**config.mk**
```make
export PLATFORM = sky130hd
export DESIGN_NAME = shared_ram_top
export DESIGN_NICKNAME = d
export VERILOG_FILES = /design/src/shared_ram_pkg.sv /design/src/shared_ram_top.sv /design/src/ram_slot_mux.sv /design/src/wb_port_bridge.sv
export VERILOG_INCLUDE_DIRS = /design/src
export SDC_FILE = /design/constraint.sdc
export NUM_CORES = 1
export LEC_CHECK = 0
export BUFFER_PORTS_ARGS = -buffer_cell sky130_fd_sc_hd__clkbuf_2
export CAP_MARGIN = 20
export CELL_PAD_IN_SITES_DETAIL_PLACEMENT = 1
export CELL_PAD_IN_SITES_GLOBAL_PLACEMENT = 1
export CORE_MARGIN = 3
export CORE_UTILIZATION = 44
export CTS_CLUSTER_SIZE = 24
export DETAILED_ROUTE_END_ITERATION = 12
export MAX_ROUTING_LAYER = met4
export PLACE_DENSITY_LB_ADDON = 0.1
export RECOVER_POWER = 50
export SYNTH_ARGS = -nofsm -noshare
export SYNTH_HDL_FRONTEND = slang
export SYNTH_SLANG_ARGS = --single-unit
```
**constraint.sdc**
```tcl
create_clock -name clk2x -period 6.95 [get_ports clk2x]
set_input_delay 0.3475 -clock clk2x [delete_from_list [all_inputs] [get_ports clk2x]]
set_output_delay 0.3475 -clock clk2x [all_outputs]
set_load 0.03 [all_outputs]
```
**src/shared_ram_params.svh**
```systemverilog
`ifndef SR_PARAMS_SVH
`define SR_PARAMS_SVH

// ##################################################
// bus widths
// ##################################################

`define SR_ADDR_W 32 // byte address from the wishbone side
`define SR_DATA_W 32
`define SR_SEL_W 4   // one enable per byte lane

// ##################################################
// port and slot layout
// ##################################################

// the four-phase ring only has room for two launch slots
`define SR_NUM_PORTS 2

// high selects the external ram through ram_ext_ce_n
`define SR_EXT_SEL_BIT 22

`endif
```
**src/shared_ram_pkg.sv**
```systemverilog
`include "shared_ram_params.svh"

package shared_ram_pkg;

    // vectors with a meaning of their own
    typedef logic [`SR_ADDR_W-1:0] addr_t;
    typedef logic [`SR_DATA_W-1:0] data_t;
    typedef logic [`SR_SEL_W-1:0]  sel_t;  // active high, inverted only at the pins

    // one-hot ring, one step per clk2x cycle
    typedef enum logic [3:0] {
        slot_p0_launch  = 4'b0001,
        slot_p1_launch  = 4'b0010, // also captures port 0
        slot_p1_capture = 4'b0100,
        slot_idle       = 4'b1000
    } slot_e;

    // wishbone side of one port
    typedef enum logic [1:0] {
        req_idle,
        req_wait, // request handed to the slot mux
        req_ack   // ack cycle, keeps a held stb from being taken twice
    } req_e;

endpackage

```
**src/shared_ram_top.sv**
```systemverilog
`include "shared_ram_params.svh"

module shared_ram_top (
    input  logic                                        clk2x,
    input  logic                                        rst_n,

    // wishbone slave ports, indexed by port
    input  logic                  [`SR_NUM_PORTS-1:0]   wb_cyc,
    input  logic                  [`SR_NUM_PORTS-1:0]   wb_stb,
    input  logic                  [`SR_NUM_PORTS-1:0]   wb_we,
    input  shared_ram_pkg::addr_t [`SR_NUM_PORTS-1:0]   wb_adr,
    input  shared_ram_pkg::data_t [`SR_NUM_PORTS-1:0]   wb_dat_w,
    input  shared_ram_pkg::sel_t  [`SR_NUM_PORTS-1:0]   wb_sel,
    output shared_ram_pkg::data_t [`SR_NUM_PORTS-1:0]   wb_dat_r,
    output logic                  [`SR_NUM_PORTS-1:0]   wb_ack,

    // sram pins
    output shared_ram_pkg::addr_t                       ram_address,
    output shared_ram_pkg::data_t                       ram_data_o,
    input  shared_ram_pkg::data_t                       ram_data_i,
    output logic                                        ram_wr_n,
    output logic                                        ram_rd_n,
    output logic                                        ram_ext_ce_n,
    output logic                  [`SR_SEL_W-1:0]       dataenable_n
);

    // bridge to mux, one lane per port
    logic                  [`SR_NUM_PORTS-1:0] req;
    logic                  [`SR_NUM_PORTS-1:0] req_we;
    shared_ram_pkg::addr_t [`SR_NUM_PORTS-1:0] req_adr;
    shared_ram_pkg::data_t [`SR_NUM_PORTS-1:0] req_dat;
    shared_ram_pkg::sel_t  [`SR_NUM_PORTS-1:0] req_sel;
    logic                  [`SR_NUM_PORTS-1:0] done;
    shared_ram_pkg::data_t [`SR_NUM_PORTS-1:0] rsp_dat;

    // ##################################################
    // port bridges
    // ##################################################

    for (genvar i = 0; i < `SR_NUM_PORTS; i++) begin : g_port
        wb_port_bridge u_bridge (
            .clk2x    (clk2x),
            .rst_n    (rst_n),
            .wb_cyc   (wb_cyc[i]),
            .wb_stb   (wb_stb[i]),
            .wb_we    (wb_we[i]),
            .wb_adr   (wb_adr[i]),
            .wb_dat_w (wb_dat_w[i]),
            .wb_sel   (wb_sel[i]),
            .wb_dat_r (wb_dat_r[i]),
            .wb_ack   (wb_ack[i]),
            .req      (req[i]),
            .req_we   (req_we[i]),
            .req_adr  (req_adr[i]),
            .req_dat  (req_dat[i]),
            .req_sel  (req_sel[i]),
            .done     (done[i]),
            .rsp_dat  (rsp_dat[i])
        );
    end

    // ##################################################
    // slot mux
    // ##################################################

    ram_slot_mux u_mux (
        .clk2x        (clk2x),
        .rst_n        (rst_n),
        .req          (req),
        .req_we       (req_we),
        .req_adr      (req_adr),
        .req_dat      (req_dat),
        .req_sel      (req_sel),
        .done         (done),
        .rsp_dat      (rsp_dat),
        .ram_address  (ram_address),
        .ram_data_o   (ram_data_o),
        .ram_data_i   (ram_data_i),
        .ram_wr_n     (ram_wr_n),
        .ram_rd_n     (ram_rd_n),
        .ram_ext_ce_n (ram_ext_ce_n),
        .dataenable_n (dataenable_n)
    );

endmodule

```
**src/ram_slot_mux.sv**
```systemverilog
`include "shared_ram_params.svh"

module ram_slot_mux (
    input  logic                                        clk2x,
    input  logic                                        rst_n,

    // per-port requests from the bridges
    input  logic                  [`SR_NUM_PORTS-1:0]   req,
    input  logic                  [`SR_NUM_PORTS-1:0]   req_we,
    input  shared_ram_pkg::addr_t [`SR_NUM_PORTS-1:0]   req_adr,
    input  shared_ram_pkg::data_t [`SR_NUM_PORTS-1:0]   req_dat,
    input  shared_ram_pkg::sel_t  [`SR_NUM_PORTS-1:0]   req_sel,
    output logic                  [`SR_NUM_PORTS-1:0]   done,
    output shared_ram_pkg::data_t [`SR_NUM_PORTS-1:0]   rsp_dat,

    // asynchronous sram pins
    output shared_ram_pkg::addr_t                       ram_address,
    output shared_ram_pkg::data_t                       ram_data_o,
    input  shared_ram_pkg::data_t                       ram_data_i,
    output logic                                        ram_wr_n,
    output logic                                        ram_rd_n,
    output logic                                        ram_ext_ce_n,
    output logic                  [`SR_SEL_W-1:0]       dataenable_n
);

    localparam int port_idx_w = $clog2(`SR_NUM_PORTS);

    shared_ram_pkg::slot_e slot;
    shared_ram_pkg::slot_e slot_next;

    logic                  launch_en;
    logic [port_idx_w-1:0] launch_idx;
    logic                  cap_en;
    logic [port_idx_w-1:0] cap_idx;
    logic                  ram_busy;

    // ##################################################
    // phase ring
    // ##################################################

    always_comb begin
        unique case (slot)
            shared_ram_pkg::slot_p0_launch:  slot_next = shared_ram_pkg::slot_p1_launch;
            shared_ram_pkg::slot_p1_launch:  slot_next = shared_ram_pkg::slot_p1_capture;
            shared_ram_pkg::slot_p1_capture: slot_next = shared_ram_pkg::slot_idle;
            shared_ram_pkg::slot_idle:       slot_next = shared_ram_pkg::slot_p0_launch;
            default:                         slot_next = shared_ram_pkg::slot_p0_launch;
        endcase
    end

    // which port owns the current edge
    assign launch_en  = (slot == shared_ram_pkg::slot_p0_launch) ||
                        (slot == shared_ram_pkg::slot_p1_launch);
    assign launch_idx = port_idx_w'(slot == shared_ram_pkg::slot_p1_launch);

    // capture lags the launch by one phase
    assign cap_en  = (slot == shared_ram_pkg::slot_p1_launch) ||
                     (slot == shared_ram_pkg::slot_p1_capture);
    assign cap_idx = port_idx_w'(slot == shared_ram_pkg::slot_p1_capture);

    // strobes on the pins still belong to the port being captured
    assign ram_busy = ~(ram_rd_n & ram_wr_n);

    // ##################################################
    // sram strobes and done
    // ##################################################

    always_ff @(posedge clk2x or negedge rst_n) begin
        if (!rst_n) begin
            slot         <= shared_ram_pkg::slot_p0_launch;
            ram_wr_n     <= 1'b1;
            ram_rd_n     <= 1'b1;
            ram_ext_ce_n <= 1'b1;
            dataenable_n <= '1;
            done         <= '0;
        end else begin
            slot <= slot_next;

            done <= '0;
            if (cap_en) begin
                done[cap_idx] <= ram_busy;
            end

            if (launch_en && req[launch_idx]) begin
                ram_wr_n     <= ~req_we[launch_idx];
                ram_rd_n     <= req_we[launch_idx];
                ram_ext_ce_n <= ~req_adr[launch_idx][`SR_EXT_SEL_BIT];
                dataenable_n <= ~req_sel[launch_idx];
            end else begin
                // empty slot, or one of the two that launch nothing
                ram_wr_n     <= 1'b1;
                ram_rd_n     <= 1'b1;
                ram_ext_ce_n <= 1'b1;
                dataenable_n <= '1;
            end
        end
    end

    // address, write data and read capture
    always_ff @(posedge clk2x) begin
        if (launch_en) begin
            ram_address <= req_adr[launch_idx];
            ram_data_o  <= req_dat[launch_idx];
        end
        if (cap_en) begin
            rsp_dat[cap_idx] <= ram_data_i;
        end
    end

endmodule

```
**src/wb_port_bridge.sv**
```systemverilog
`include "shared_ram_params.svh"

module wb_port_bridge (
    input  logic                  clk2x,
    input  logic                  rst_n,

    // wishbone classic slave
    input  logic                  wb_cyc,
    input  logic                  wb_stb,
    input  logic                  wb_we,
    input  shared_ram_pkg::addr_t wb_adr,
    input  shared_ram_pkg::data_t wb_dat_w,
    input  shared_ram_pkg::sel_t  wb_sel,
    output shared_ram_pkg::data_t wb_dat_r,
    output logic                  wb_ack,

    // towards the slot mux
    output logic                  req,
    output logic                  req_we,
    output shared_ram_pkg::addr_t req_adr,
    output shared_ram_pkg::data_t req_dat,
    output shared_ram_pkg::sel_t  req_sel,
    input  logic                  done,
    input  shared_ram_pkg::data_t rsp_dat
);

    shared_ram_pkg::req_e state;

    logic accept;
    logic finish;

    // ##################################################
    // handshake decode
    // ##################################################

    assign accept = (state == shared_ram_pkg::req_idle) && wb_cyc && wb_stb;
    assign finish = (state == shared_ram_pkg::req_wait) && done;

    // held from the cycle after accept until the cycle after done
    assign req = (state == shared_ram_pkg::req_wait);

    // ##################################################
    // request state
    // ##################################################

    always_ff @(posedge clk2x or negedge rst_n) begin
        if (!rst_n) begin
            state  <= shared_ram_pkg::req_idle;
            wb_ack <= 1'b0;
        end else begin
            wb_ack <= 1'b0; // single cycle pulse
            case (state)
                shared_ram_pkg::req_idle: begin
                    if (accept) begin
                        state <= shared_ram_pkg::req_wait;
                    end
                end
                shared_ram_pkg::req_wait: begin
                    if (done) begin
                        state  <= shared_ram_pkg::req_ack;
                        wb_ack <= 1'b1;
                    end
                end
                shared_ram_pkg::req_ack: begin
                    // master drops stb on this edge
                    state <= shared_ram_pkg::req_idle;
                end
                default: begin
                    state <= shared_ram_pkg::req_idle;
                end
            endcase
        end
    end

    // request and response words
    always_ff @(posedge clk2x) begin
        if (accept) begin
            req_we  <= wb_we;
            req_adr <= wb_adr;
            req_dat <= wb_dat_w;
            req_sel <= wb_sel;
        end
        if (finish) begin
            wb_dat_r <= rsp_dat; // don't care on writes
        end
    end

endmodule

```
==> summary.md, run 1 <==
| Metric | Value |
|---|---|
| Status | `complete, but fails checks` |
| Failing checks | `capacitance limit, slew limit` |
| GRT Overall Usage | `0.191` |
| Tcrit/Tclk final | `0.361` |
| Synth unique cells | `23` |
| Placer Congestion | `0.763` |
| Critical Path AT | `2.60 ns` |
| Syn avg cell area | `25.0 um^2` |
| Yosys warns | `0` |
| Pint | `3.81 mW` |
| Synth area leaders | `edfxtp_1 (87%), mux2_2 (3.3%), mux2_1 (3.0%)` |
| Synth Net Count | `633` |
| Antenna Violating Nets Remaining | `0` |
| I/O Buffers | `312` |
| Top Ports | `313` |
| DP HPWL | `16400 um` |
| Clk_lat worst skew | `0.51 ns` |
| Max clock buf depth | `3` |
| Worst-path maximum fanout | `33` |
| Die span in y | `167 um` |
| DRT iter0 DRCs | `290` |
| FP Rows | `58` |
| Part of the Yosys area used for sequential elements | `0.909` |
| Num CTS Buffers | `37` |
| P_sw | `1.04 mW` |
| Mapped Area | `11400 um^2` |
| Detailed-route via count | `5968` |
| H-tree depth | `2` |
| Share of the synthesized area in the top cell type | `0.866` |
| Routed wire length | `26300 um` |
| Area post-placement | `13400 um^2` |
| Minimum clock period after layout | `2.51 ns` |
| Critical Path Max Stage Delay | `1.43 ns` |
| Gr ovfl total | `0` |
| Combinational power share | `0.073` |
| Commonest non-fill, non-tap cells in the layout | `edfxtp_1 (330), clkbuf_1 (179), clkbuf_2 (141), dlygate4sd3_1 (84), clkbuf_16 (39)` |
| Number of fill cells | `2344` |
| Area Overhead vs Synth | `33.3%` |
| Tightest Hold Check Type | `in -> reg` |
| Vias in the first global route | `6779` |
| DIE WIDTH | `167 um` |
| Final Hold Vio Count | `0` |
| Clock power share | `0.408` |
| Net Sw Frac | `0.215` |
| Flops & latches, synth | `349` |
| Post-CTS Setup Bufs | `0` |
| Final TNS setup | `0 ns` |
| Commonest non-fill, non-tap cell in the layout | `edfxtp_1` |
| Synth Instances | `457` |
| Synth area leader | `edfxtp_1` |
| Non-Filler Instances | `1244` |
| Kind of critical path | `reg -> reg` |
| Area of the core | `25400 um^2` |
| Clock Skew | `0.0116 ns` |
| Crit-path cells | `and3b_1 -> clkbuf_1` |
| Initial antenna violation count | `2` |
| R2r setup slk | `4.44 ns` |
| Largest net degree at the start of global routing | `71` |
| Residual DRC | `0` |
| Fraction of layout cells with a size suffix above 1 | `0.272` |
| Slowest CP cell | `clkbuf_1` |
| Nets@finish | `1063` |
| Initial Utilization | `0.450` |
| Via/cell ratio | `4.80` |
| RSZ-0062 raised after global routing | `false` |
| Final setup vio count | `0` |
| First-pass GRT wire length | `40000 um` |
| Post-Place Cells | `1094` |
| TritonRoute pass-1 iters | `4` |
| Max Cap Viol | `1` |
| CTS tree | `built` |
| Final Max Tran Viols | `34` |
| Drt wl/cell | `21.1 um` |
| Root buf cell | `clkbuf_16` |
| Worst-margin pin slew | `2.00 ns` |
| Die area | `28000 um^2` |
| Fmax | `398 MHz` |
| Critical Path End Type | `flip-flop` |
| Worst-path clk slew | `0.06 ns` |
| Critical Path RT | `7.04 ns` |
| VDD IR max | `0.240 mV` |
| Flop pwr share | `0.519` |
| Clock Sinks | `349` |
| Leak Pwr | `5.42 nW` |
| Relative slew slack | `-0.333` |
| Startpoint type of the worst setup path | `flip-flop` |
| Pwr dens | `318 nW/um^2` |
| Cell area after layout | `15200 um^2` |
| Final core utilization | `0.600` |
synth_stat cells:
| library cell | count |
|---|---|
| nor4b_4 | 1 |
| inv_1 | 3 |
| nand2b_1 | 1 |
| mux2_2 | 34 |
| buf_4 | 3 |
| nor2_1 | 3 |
| nand2_1 | 2 |
| clkbuf_1 | 1 |
| mux2_1 | 30 |
| nor4b_2 | 1 |
| o21bai_1 | 1 |
| nor4b_1 | 3 |
| and3b_1 | 4 |
| edfxtp_1 | 330 |
| nor3b_1 | 1 |
| nor3_1 | 2 |
| or2_2 | 2 |
| dfstp_2 | 8 |
| a22oi_1 | 7 |
| buf_6 | 3 |
| buf_2 | 4 |
| dfrtp_1 | 11 |
| a21boi_0 | 2 |
repair_timing:
item                                   in CTS  in global routing
gates resized for setup                     0                  0
endpoints found under the hold margin      87                  7
hold buffers                               77                  7
flip-flops by register name, summed over array words and instances (netlist names), 4 cells and up:
signal,flops
u_mux.ram_address,32
g_port.u_bridge.req_sel,8
u_mux.dataenable_n,4
g_port.u_bridge.wb_dat_r,64
u_mux.rsp_dat,64
u_mux.slot,4
u_mux.ram_data_o,32
g_port.u_bridge.req_dat,64
g_port.u_bridge.state,4
g_port.u_bridge.req_adr,64
routing by layer:
layer,up-vias,global-route usage,share of wire
met4,0,0.0519,0.024
met3,47,0.0564,0.078
met5,-,-,0
met1,2983,0.230,0.39
met2,249,0.318,0.51
li1,2689,-,-
critical path, delay by kind of cell, from the launching register on:
family,cells,cell delay [ns]
buffers and inverters,1,1.43
flip-flops,1,0.43
AND/OR/NAND/NOR,1,0.22
metrics by stage:
step,hold slack [ns],worst slack (ns),total power [mW]
2_1_floorplan,0.0519,1.20,2.75
3_3_place_gp,0.308,4.73,2.87
3_5_place_dp,0.326,4.68,2.89
4_1_cts,0.000165,4.64,4.92
5_1_grt,-0.00270,4.23,5.04
6_report,0.0150,4.44,4.85
power by group through the flow:
stage / clock (mW) / sequential (mW) / combinational, mW
global placement: 0 / 2.55 / 0.322
CTS: 2.03 / 2.52 / 0.371
finish: 1.98 / 2.52 / 0.353
global route: 2.13 / 2.53 / 0.383
floorplan: 0 / 2.65 / 0.102
detailed placement: 0 / 2.56 / 0.334
area by class of cell:
| class | count | area (um^2) | area share |
|---|---|---|---|
| Sequential cell | 349 | 10400 | 0.682 |
| Timing Repair Buffer | 402 | 2230 | 0.146 |
| Multi-Input combinational cell | 94 | 971 | 0.0637 |
| Inverter | 3 | 11.3 | 0.000738 |
| Tap cell | 330 | 413 | 0.0271 |
| Clock buffer | 47 | 1020 | 0.0666 |
| Clock inverter | 17 | 209 | 0.0137 |
| Antenna cell | 2 | 5.00 | 0.000328 |
cell families (layout without fill, tap and decap cells):
family,Yosys count,after routing,synth area share
AO/OA/AOI/OAI,10,10,0.00656
multiplexers,64,64,0.0630
AND/OR/NAND/NOR,20,20,0.0136
other,0,2,0
buffers and inverters,14,469,0.00799
flip-flops,349,349,0.909
worst paths after layout:
kind / from / to / depth (start not counted)
setup / recovery: g_port[1].u_bridge.state[1] / g_port[1].u_bridge.wb_dat_r[0] / 2
hold / removal: wb_adr[49] / g_port[1].u_bridge.req_adr[17] / 1
setup reg to reg: g_port[1].u_bridge.state[1] / g_port[1].u_bridge.wb_dat_r[0] / 2
hold reg to reg: g_port[1].u_bridge.req_sel[0] / u_mux.dataenable_n[0] / 1
max in group asynchronous: rst_n / g_port[0].u_bridge.state[1] / 2
min in group asynchronous: rst_n / g_port[1].u_bridge.wb_ack / 2
Power figures use the tool's default switching activity.
==> run 2: changes to the inputs <==
Settings changed: ABC_AREA set to 1, CORE_UTILIZATION 44 to 39.
Clock period 6.95 ns to 2.3 ns, I/O delays scaled along.
==> run 2 against run 1 <==
Utilization decreased by 3.5 points. Critical path depth increased by 3. The flow now finishes without violations. Largest cell class unchanged. Clock skew decreased by 0.0044 ns. Sequential share of layout area decreased by 4.7 points. Fmax increased by 22%. Via count increased by 17%. Critical endpoint is now u_mux.ram_data_o[29]. Non-clock buffer count increased by 99. Synthesized area increased by 0.66%. Setup slack got worse by 4.2 ns. Final cell count increased by 26%.
==> summary.md, run 2 <==
| Metric | Value |
|---|---|
| Status | `finished, final reports clean` |
| R2r setup slk | `0.24 ns (-4.19 ns)` |
| Antenna Violating Nets Remaining | `0 (unchanged)` |
| Final hold slack | `0.147 ns (+0.132 ns)` |
| TritonRoute pass-1 iters | `4 (unchanged)` |
| Root buf cell | `clkbuf_16` |
| Reg2reg start | `u_mux.slot[2]` |
| Net Sw Frac | `0.219 (+0.00492)` |
| VDD IR max | `0.694 mV (+190%)` |
| Final Max Tran Viols | `0 (-100%)` |
| Flops & latches, synth | `349 (unchanged)` |
| Metal3 WL | `2490 um (+22%)` |
| Crit-path cells | `nor2_1 -> clkbuf_1 -> nand2_1 -> nand2_4 -> buf_4` |
| Synth Net Count | `804 (+27%)` |
| Fmax | `487 MHz (+22%)` |
| Tcrit/Tclk final | `0.894 (+0.532)` |
| M1 WL | `11300 um (+9.6%)` |
| Max Used Layer | `met4` |
| I/O Buffers | `312 (unchanged)` |
| Non-Filler Instances | `1564 (+26%)` |
| Critical Path Max Stage Delay | `0.39 ns (-1.04 ns)` |
| Area of the core | `28900 um^2 (+14%)` |
| Commonest non-fill, non-tap cell in the layout | `edfxtp_1` |
| Synth unique cells | `16 (-30%)` |
| Share of the synthesized area in the top cell type | `0.861 (-0.00565)` |
| Mapped Area | `11500 um^2 (+0.66%)` |
| Post-synth EDFFs | `330 (unchanged)` |
| DIE WIDTH | `178 um (+6.3%)` |
| Flop pwr share | `0.516 (-0.003)` |
| Combinational power share | `0.088 (+0.015)` |
| Relative slew slack | `0.308 (+0.641)` |
| CTS tree | `built` |
| Yosys warns | `0 (unchanged)` |
| RR Endpoint | `u_mux.ram_data_o[29]` |
| Die span in y | `178 um (+6.3%)` |
| Pint | `11.5 mW (+200%)` |
| GRT Overall Usage | `0.186 (-0.00413)` |
| Initial Utilization | `0.398 (-0.0524)` |
| Final core utilization | `0.566 (-0.0345)` |
| Final setup vio count | `0 (unchanged)` |
| Met2 wire len | `14400 um (+8.1%)` |
| Placer Congestion | `0.756 (-0.90%)` |
| Drt wl/cell | `18.4 um (-13%)` |
| Ys flop type | `edfxtp_1` |
| Nets@finish | `1327 (+25%)` |
| Syn avg cell area | `18.3 um^2 (-27%)` |
| Worst-path clk slew | `0.06 ns (about the same)` |
| Residual DRC | `0 (unchanged)` |
| Clock power share | `0.396 (-0.012)` |
| P_sw | `3.22 mW (+210%)` |
| Vias in the first global route | `7552 (+11%)` |
| Critical Path AT | `2.26 ns (-0.34 ns)` |
| Post-Place Cells | `1321 (+21%)` |
| Synth area leaders | `edfxtp_1 (86%), nand2_1 (7.1%), dfrtp_1 (2.4%)` |
| Critical Path End Type | `flip-flop` |
| Startpoint type of the worst setup path | `flip-flop` |
| Clock Sinks | `349 (unchanged)` |
| Worst-margin pin slew | `1.04 ns (-0.962 ns)` |
| Initial antenna violation count | `3 (+1)` |
| Fraction of layout cells with a size suffix above 1 | `0.178 (-0.0941)` |
| First-pass GRT wire length | `43000 um (+7.5%)` |
| FP Rows | `62 (+6.9%)` |
| Die area | `31600 um^2 (+13%)` |
| Hold Crit Start | `wb_stb[0]` |
| Max Cap Viol | `0 (-1)` |
| Crit. Startpoint | `u_mux.slot[2]` |
| Synth area leader | `edfxtp_1` |
| Gr ovfl total | `0 (unchanged)` |
| Count leader, synth | `edfxtp_1` |
| DRT iter0 DRCs | `420 (+45%)` |
| Worst Setup EP | `u_mux.ram_data_o[29]` |
| Clk_lat worst skew | `0.51 ns (about the same)` |
| Slowest CP cell | `dfrtp_1` |
| Area Overhead vs Synth | `42.2%` |
| Cell area after layout | `16400 um^2 (+7.4%)` |
| Kind of critical path | `reg -> reg` |
| H-tree depth | `2 (unchanged)` |
| Synth Instances | `628 (+37%)` |
| Final Hold Vio Count | `0 (unchanged)` |
| Final TNS setup | `0 ns (unchanged)` |
| Commonest non-fill, non-tap cells in the layout | `edfxtp_1 (330), nand2_1 (218), clkbuf_1 (190), dlygate4sd3_1 (175), clkbuf_2 (134)` |
| Reg2reg path depth | `5 (+3)` |
| Clock Skew | `0.00720 ns (-0.00443 ns)` |
| Top post-synthesis cells by count | `edfxtp_1 (330), nand2_1 (219), inv_1 (14)` |
| Max clock buf depth | `3 (unchanged)` |
| Leak Pwr | `6.21 nW (+15%)` |
| Worst-path maximum fanout | `17 (-48%)` |
| Critical Path RT | `2.50 ns (-4.54 ns)` |
| DP HPWL | `17500 um (+6.8%)` |
| Part of the Yosys area used for sequential elements | `0.903 (-0.00593)` |
| Area post-placement | `13700 um^2 (+1.8%)` |
| Num CTS Buffers | `37 (unchanged)` |
| RSZ-0062 raised after global routing | `false` |
| Pwr dens | `897 nW/um^2 (+180%)` |
| Minimum clock period after layout | `2.06 ns (-0.457 ns)` |
| Top Ports | `313 (unchanged)` |
| Via/cell ratio | `4.47 (-6.8%)` |
| FFs w/ async S/R, synth | `0.0544 (unchanged)` |
| Routed wire length | `28800 um (+9.7%)` |
| Tightest Hold Check Type | `in -> reg` |
| Largest net degree at the start of global routing | `70 (-1.4%)` |
| Detailed-route via count | `6995 (+17%)` |
run 2: changes by cell type after synthesis, moves of 4 or more:
cell / before / now
a22oi_1: 7 / 0
mux2_1: 30 / 0
nor2_1: 3 / 11
buf_2: 4 / 13
and3b_1: 4 / 0
mux2_2: 34 / 0
nand3_1: 0 / 9
nand2_1: 2 / 219
inv_1: 3 / 14
run 2: layout make-up:
class | count | area (um^2)
timing repair buffer | 501 | 3250
fill | 2853 | 12600
clock inverter | 13 | 161
inverter | 16 | 60.1
multi-input combinational | 246 | 992
clock buffer | 50 | 1020
sequential | 349 | 10400
antenna | 5 | 12.5
tap | 384 | 480
run 2: critical path, delay by kind of cell (launching register included):
kind	cells	cell delay, ns
DFF	1	0.39
buffers and inverters	2	0.67
and+or+nand+nor	3	0.68
run 2: how the worst min path moves through the flow:
stage                                      to  slack, ns  depth (start not counted)
5_1_grt        g_port[0].u_bridge.req_adr[26]       0.16                          3
4_1_cts           g_port[1].u_bridge.state[0]       0.10                          2
3_5_place_dp      g_port[1].u_bridge.state[0]       0.10                          1
6_report        g_port[0].u_bridge.req_dat[0]       0.15                          3
3_3_place_gp                    u_mux.done[1]       0.10                          1
2_1_floorplan     g_port[0].u_bridge.state[0]      -0.18                          0
run 2: layer usage:
metal  GRT usage  vias up
li1            -     3292
met1       0.219     3377
met2       0.311      269
met3      0.0565       57
met4      0.0560        0
met5           -        -
run 2: cells by family after synthesis:
logic type	synth area share
DFF	0.903
and+or+nand+nor	0.0810
buffers and inverters	0.0141
AOI/OAI and AO/OA	0.00196
run 2: metrics by stage:
stage / total power, mW / worst slack [ns]
final: 14.7 / 0.245
after global placement: 8.77 / 0.472
after floorplan: 8.31 / 0.00296
after detailed placement: 8.81 / 0.378
after global routing: 15.3 / 0.106
after CTS: 14.9 / 0.368
run 2: timing repair:
action / in CTS / in global routing
hold buffers: 175 / 0
resized for setup: 0 / 0
buffers inserted: 0 / 0
hold endpoints to repair: 223 / 0
run 2: power by group through the flow:
stage / logic [mW] / registers (mW) / clock network, mW
floorplan: 0.342 / 7.97 / 0
global placement: 1.08 / 7.69 / 0
detailed placement: 1.10 / 7.71 / 0
CTS: 1.35 / 7.58 / 5.98
global route: 1.40 / 7.61 / 6.25
finish: 1.29 / 7.58 / 5.81
==> run 3: changes to the inputs <==
Settings changed: ABC_AREA 1 to unset, CORE_UTILIZATION 39 to 40, PLACE_DENSITY set to 0.8, PLACE_DENSITY_LB_ADDON 0.1 to unset.
==> run 3 against run 2 <==
Sequential share of layout area grew 0.87 points. Final cell count decreased by 12%. Global-route usage is 2.7 points higher. Fmax shrank 0.13%. Flip-flop and latch count unchanged. Sequential power grew 0.7%. Non-clock buffer count decreased by 7. Clock skew is 0.010 ns higher. Utilization is 1.1 points higher. Worst hold slack improved by 0.17 ns. Critical endpoint is now u_mux.ram_address[24]. Via count decreased by 6.7%. Clock power down 4.3%.
==> summary.md, run 3 (synthesis gave the netlist of run 1 again) <==
| Metric | Value |
|---|---|
| Reg2reg path depth | `3 (-2)` |
| Cell area after layout | `16200 um^2 (-1.3%)` |
| CTS tree | `built` |
| Largest net degree at the start of global routing | `66 (-5.7%)` |
| Final Max Tran Viols | `0 (unchanged)` |
| Final core utilization | `0.577 (+0.0108)` |
| Initial Utilization | `0.408 (+0.0105)` |
| Detailed-route via count | `6527 (-6.7%)` |
| DIE WIDTH | `175 um (-1.5%)` |
| Post_cts resized | `0 (unchanged)` |
| Area of the multi-input gates | `1010 um^2 (+1.4%)` |
| First-pass GRT wire length | `46800 um (+9.0%)` |
| Fraction of layout cells with a size suffix above 1 | `0.223 (+0.0454)` |
| RSZ-0062 raised after global routing | `false` |
| Area occupied by registers | `10400 um^2 (unchanged)` |
| Critical Path AT | `2.31 ns (+0.05 ns)` |
| Gr ovfl total | `0 (unchanged)` |
| Placer Congestion | `0.765 (+1.3%)` |
| GRT Overall Usage | `0.214 (+0.0271)` |
| TritonRoute pass-1 iters | `5 (+1)` |
| Area of the core | `28000 um^2 (-3.2%)` |
| Worst-path clk slew | `0.07 ns (about the same)` |
| Max clock buf depth | `3 (unchanged)` |
| Relative slew slack | `0.330 (+0.0215)` |
| I/O Buffers | `312 (unchanged)` |
| Initial antenna violation count | `4 (+1)` |
| Tightest Hold Check Type | `in -> async` |
| Post-CTS Hold Fix Bufs | `171 (-2.3%)` |
| Vias in the first global route | `7310 (-3.2%)` |
| Post-CTS Setup Bufs | `0 (unchanged)` |
| VDD IR max | `0.769 mV (+11%)` |
| Kind of critical path | `reg -> reg` |
| Commonest non-fill, non-tap cell in the layout | `edfxtp_1` |
| Die area | `30700 um^2 (-3.0%)` |
| Clock Sinks | `349 (unchanged)` |
| Drt wl/cell | `23.2 um (+26%)` |
| Top Ports | `313 (unchanged)` |
| Root buf cell | `clkbuf_16` |
| R2r setup slk | `0.24 ns (about the same)` |
| Total power | `14.4 mW (-1.7%)` |
| H-tree depth | `2 (unchanged)` |
| Critical Path End Type | `flip-flop` |
| Nets@finish | `1155 (-13%)` |
| Tcrit/Tclk final | `0.895 (+0.00119)` |
| Clock Skew | `0.0176 ns (+0.0104 ns)` |
| Commonest non-fill, non-tap cells in the layout | `edfxtp_1 (330), clkbuf_1 (206), dlygate4sd3_1 (171), clkbuf_2 (114), clkbuf_16 (37)` |
| Via/cell ratio | `4.73 (+5.7%)` |
| Final worst slack | `0.242 ns (-0.00274 ns)` |
| Pwr dens | `893 nW/um^2 (-0.35%)` |
| Die span in y | `175 um (-1.5%)` |
| Worst-path maximum fanout | `65 (+48)` |
| Area post-placement | `13600 um^2 (-0.46%)` |
| Leak Pwr | `5.68 nW (-8.5%)` |
| Number of fill cells | `2620 (-8.2%)` |
| Final TNS setup | `0 ns (unchanged)` |
| Residual DRC | `0 (unchanged)` |
| FP Rows | `61 (-1.6%)` |
| DRT iter0 DRCs | `602 (+43%)` |
| DP HPWL | `18000 um (+2.7%)` |
| Area Overhead vs Synth | `41.2%` |
| Clk_lat worst skew | `0.51 ns (about the same)` |
| Status | `finished, final reports clean` |
| Final setup vio count | `0 (unchanged)` |
| Final Hold Vio Count | `0 (unchanged)` |
| Num CTS Buffers | `37 (unchanged)` |
| Minimum clock period after layout | `2.06 ns (+0.00274 ns)` |
| Fmax | `486 MHz (-0.13%)` |
| Place WS | `0.269 ns (-0.108 ns)` |
| Antenna Violating Nets Remaining | `0 (unchanged)` |
| Routed wire length | `32100 um (+11%)` |
| Worst-margin pin slew | `1.01 ns (-0.0323 ns)` |
| Max Cap Viol | `0 (unchanged)` |
| Startpoint type of the worst setup path | `flip-flop` |
| Critical Path RT | `2.55 ns (+0.05 ns)` |
## run 3: changes by cell type in the layout (fill, tap and decap cells not counted), sizes merged, moves of 3 or more
cell         change
nand3            -9
clkbuf           -6
and3b            +4
inv             -12
nor2             -9
buf              -3
mux2            +64
dlygate4sd3      -4
nand2          -218
nor4b            +5
a22oi            +7
## run 3: report_power, final
| part | total, mW | switching [mW] | internal, mW |
|---|---|---|---|
| clock | 5.56 | 2.38 | 3.18 |
| sequential | 7.63 | 0.173 | 7.46 |
| combinational | 1.24 | 0.768 | 0.474 |
## run 3: worst paths after layout
kind                                                from                             to
min reg2reg                g_port[0].u_bridge.req_sel[1]          u_mux.dataenable_n[1]
min                                                rst_n    g_port[0].u_bridge.state[0]
min in group clk2x                             wb_sel[7]  g_port[1].u_bridge.req_sel[3]
max in group asynchronous                          rst_n    g_port[1].u_bridge.state[1]
max                                        u_mux.slot[2]          u_mux.ram_address[24]
max reg2reg                                u_mux.slot[2]          u_mux.ram_address[24]
## run 3: critical path: stages (launching register included)
cell and delay, ns:
dfrtp_1 0.47, nor4b_4 0.47, buf_12 0.37, mux2_2 0.42
## run 3: layout make-up
cell class	instances	area share
clock buffers	44	0.0589
flip-flops and latches	349	0.644
diodes	4	0.000620
inverters	3	0.000697
clock inverters	15	0.00860
well taps	378	0.0293
multi-input cells	94	0.0623
repair buffers	494	0.196
## run 3: through the flow
step	cells	hold WS, ns
after floorplan	457	-0.181
after global placement	1147	0.0822
after detailed placement	1147	0.0930
after CTS	1377	0.0992
after global routing	1381	0.309
final	1381	0.319
## run 3: per-layer routing
| layer | vias to the layer above | GRT usage | wire (um) |
|---|---|---|---|
| li1 | 2871 | - | - |
| met1 | 3245 | 0.252 | 12500 |
| met2 | 352 | 0.358 | 16000 |
| met3 | 59 | 0.0658 | 2800 |
| met4 | 0 | 0.0565 | 742 |
| met5 | - | - | 0 |
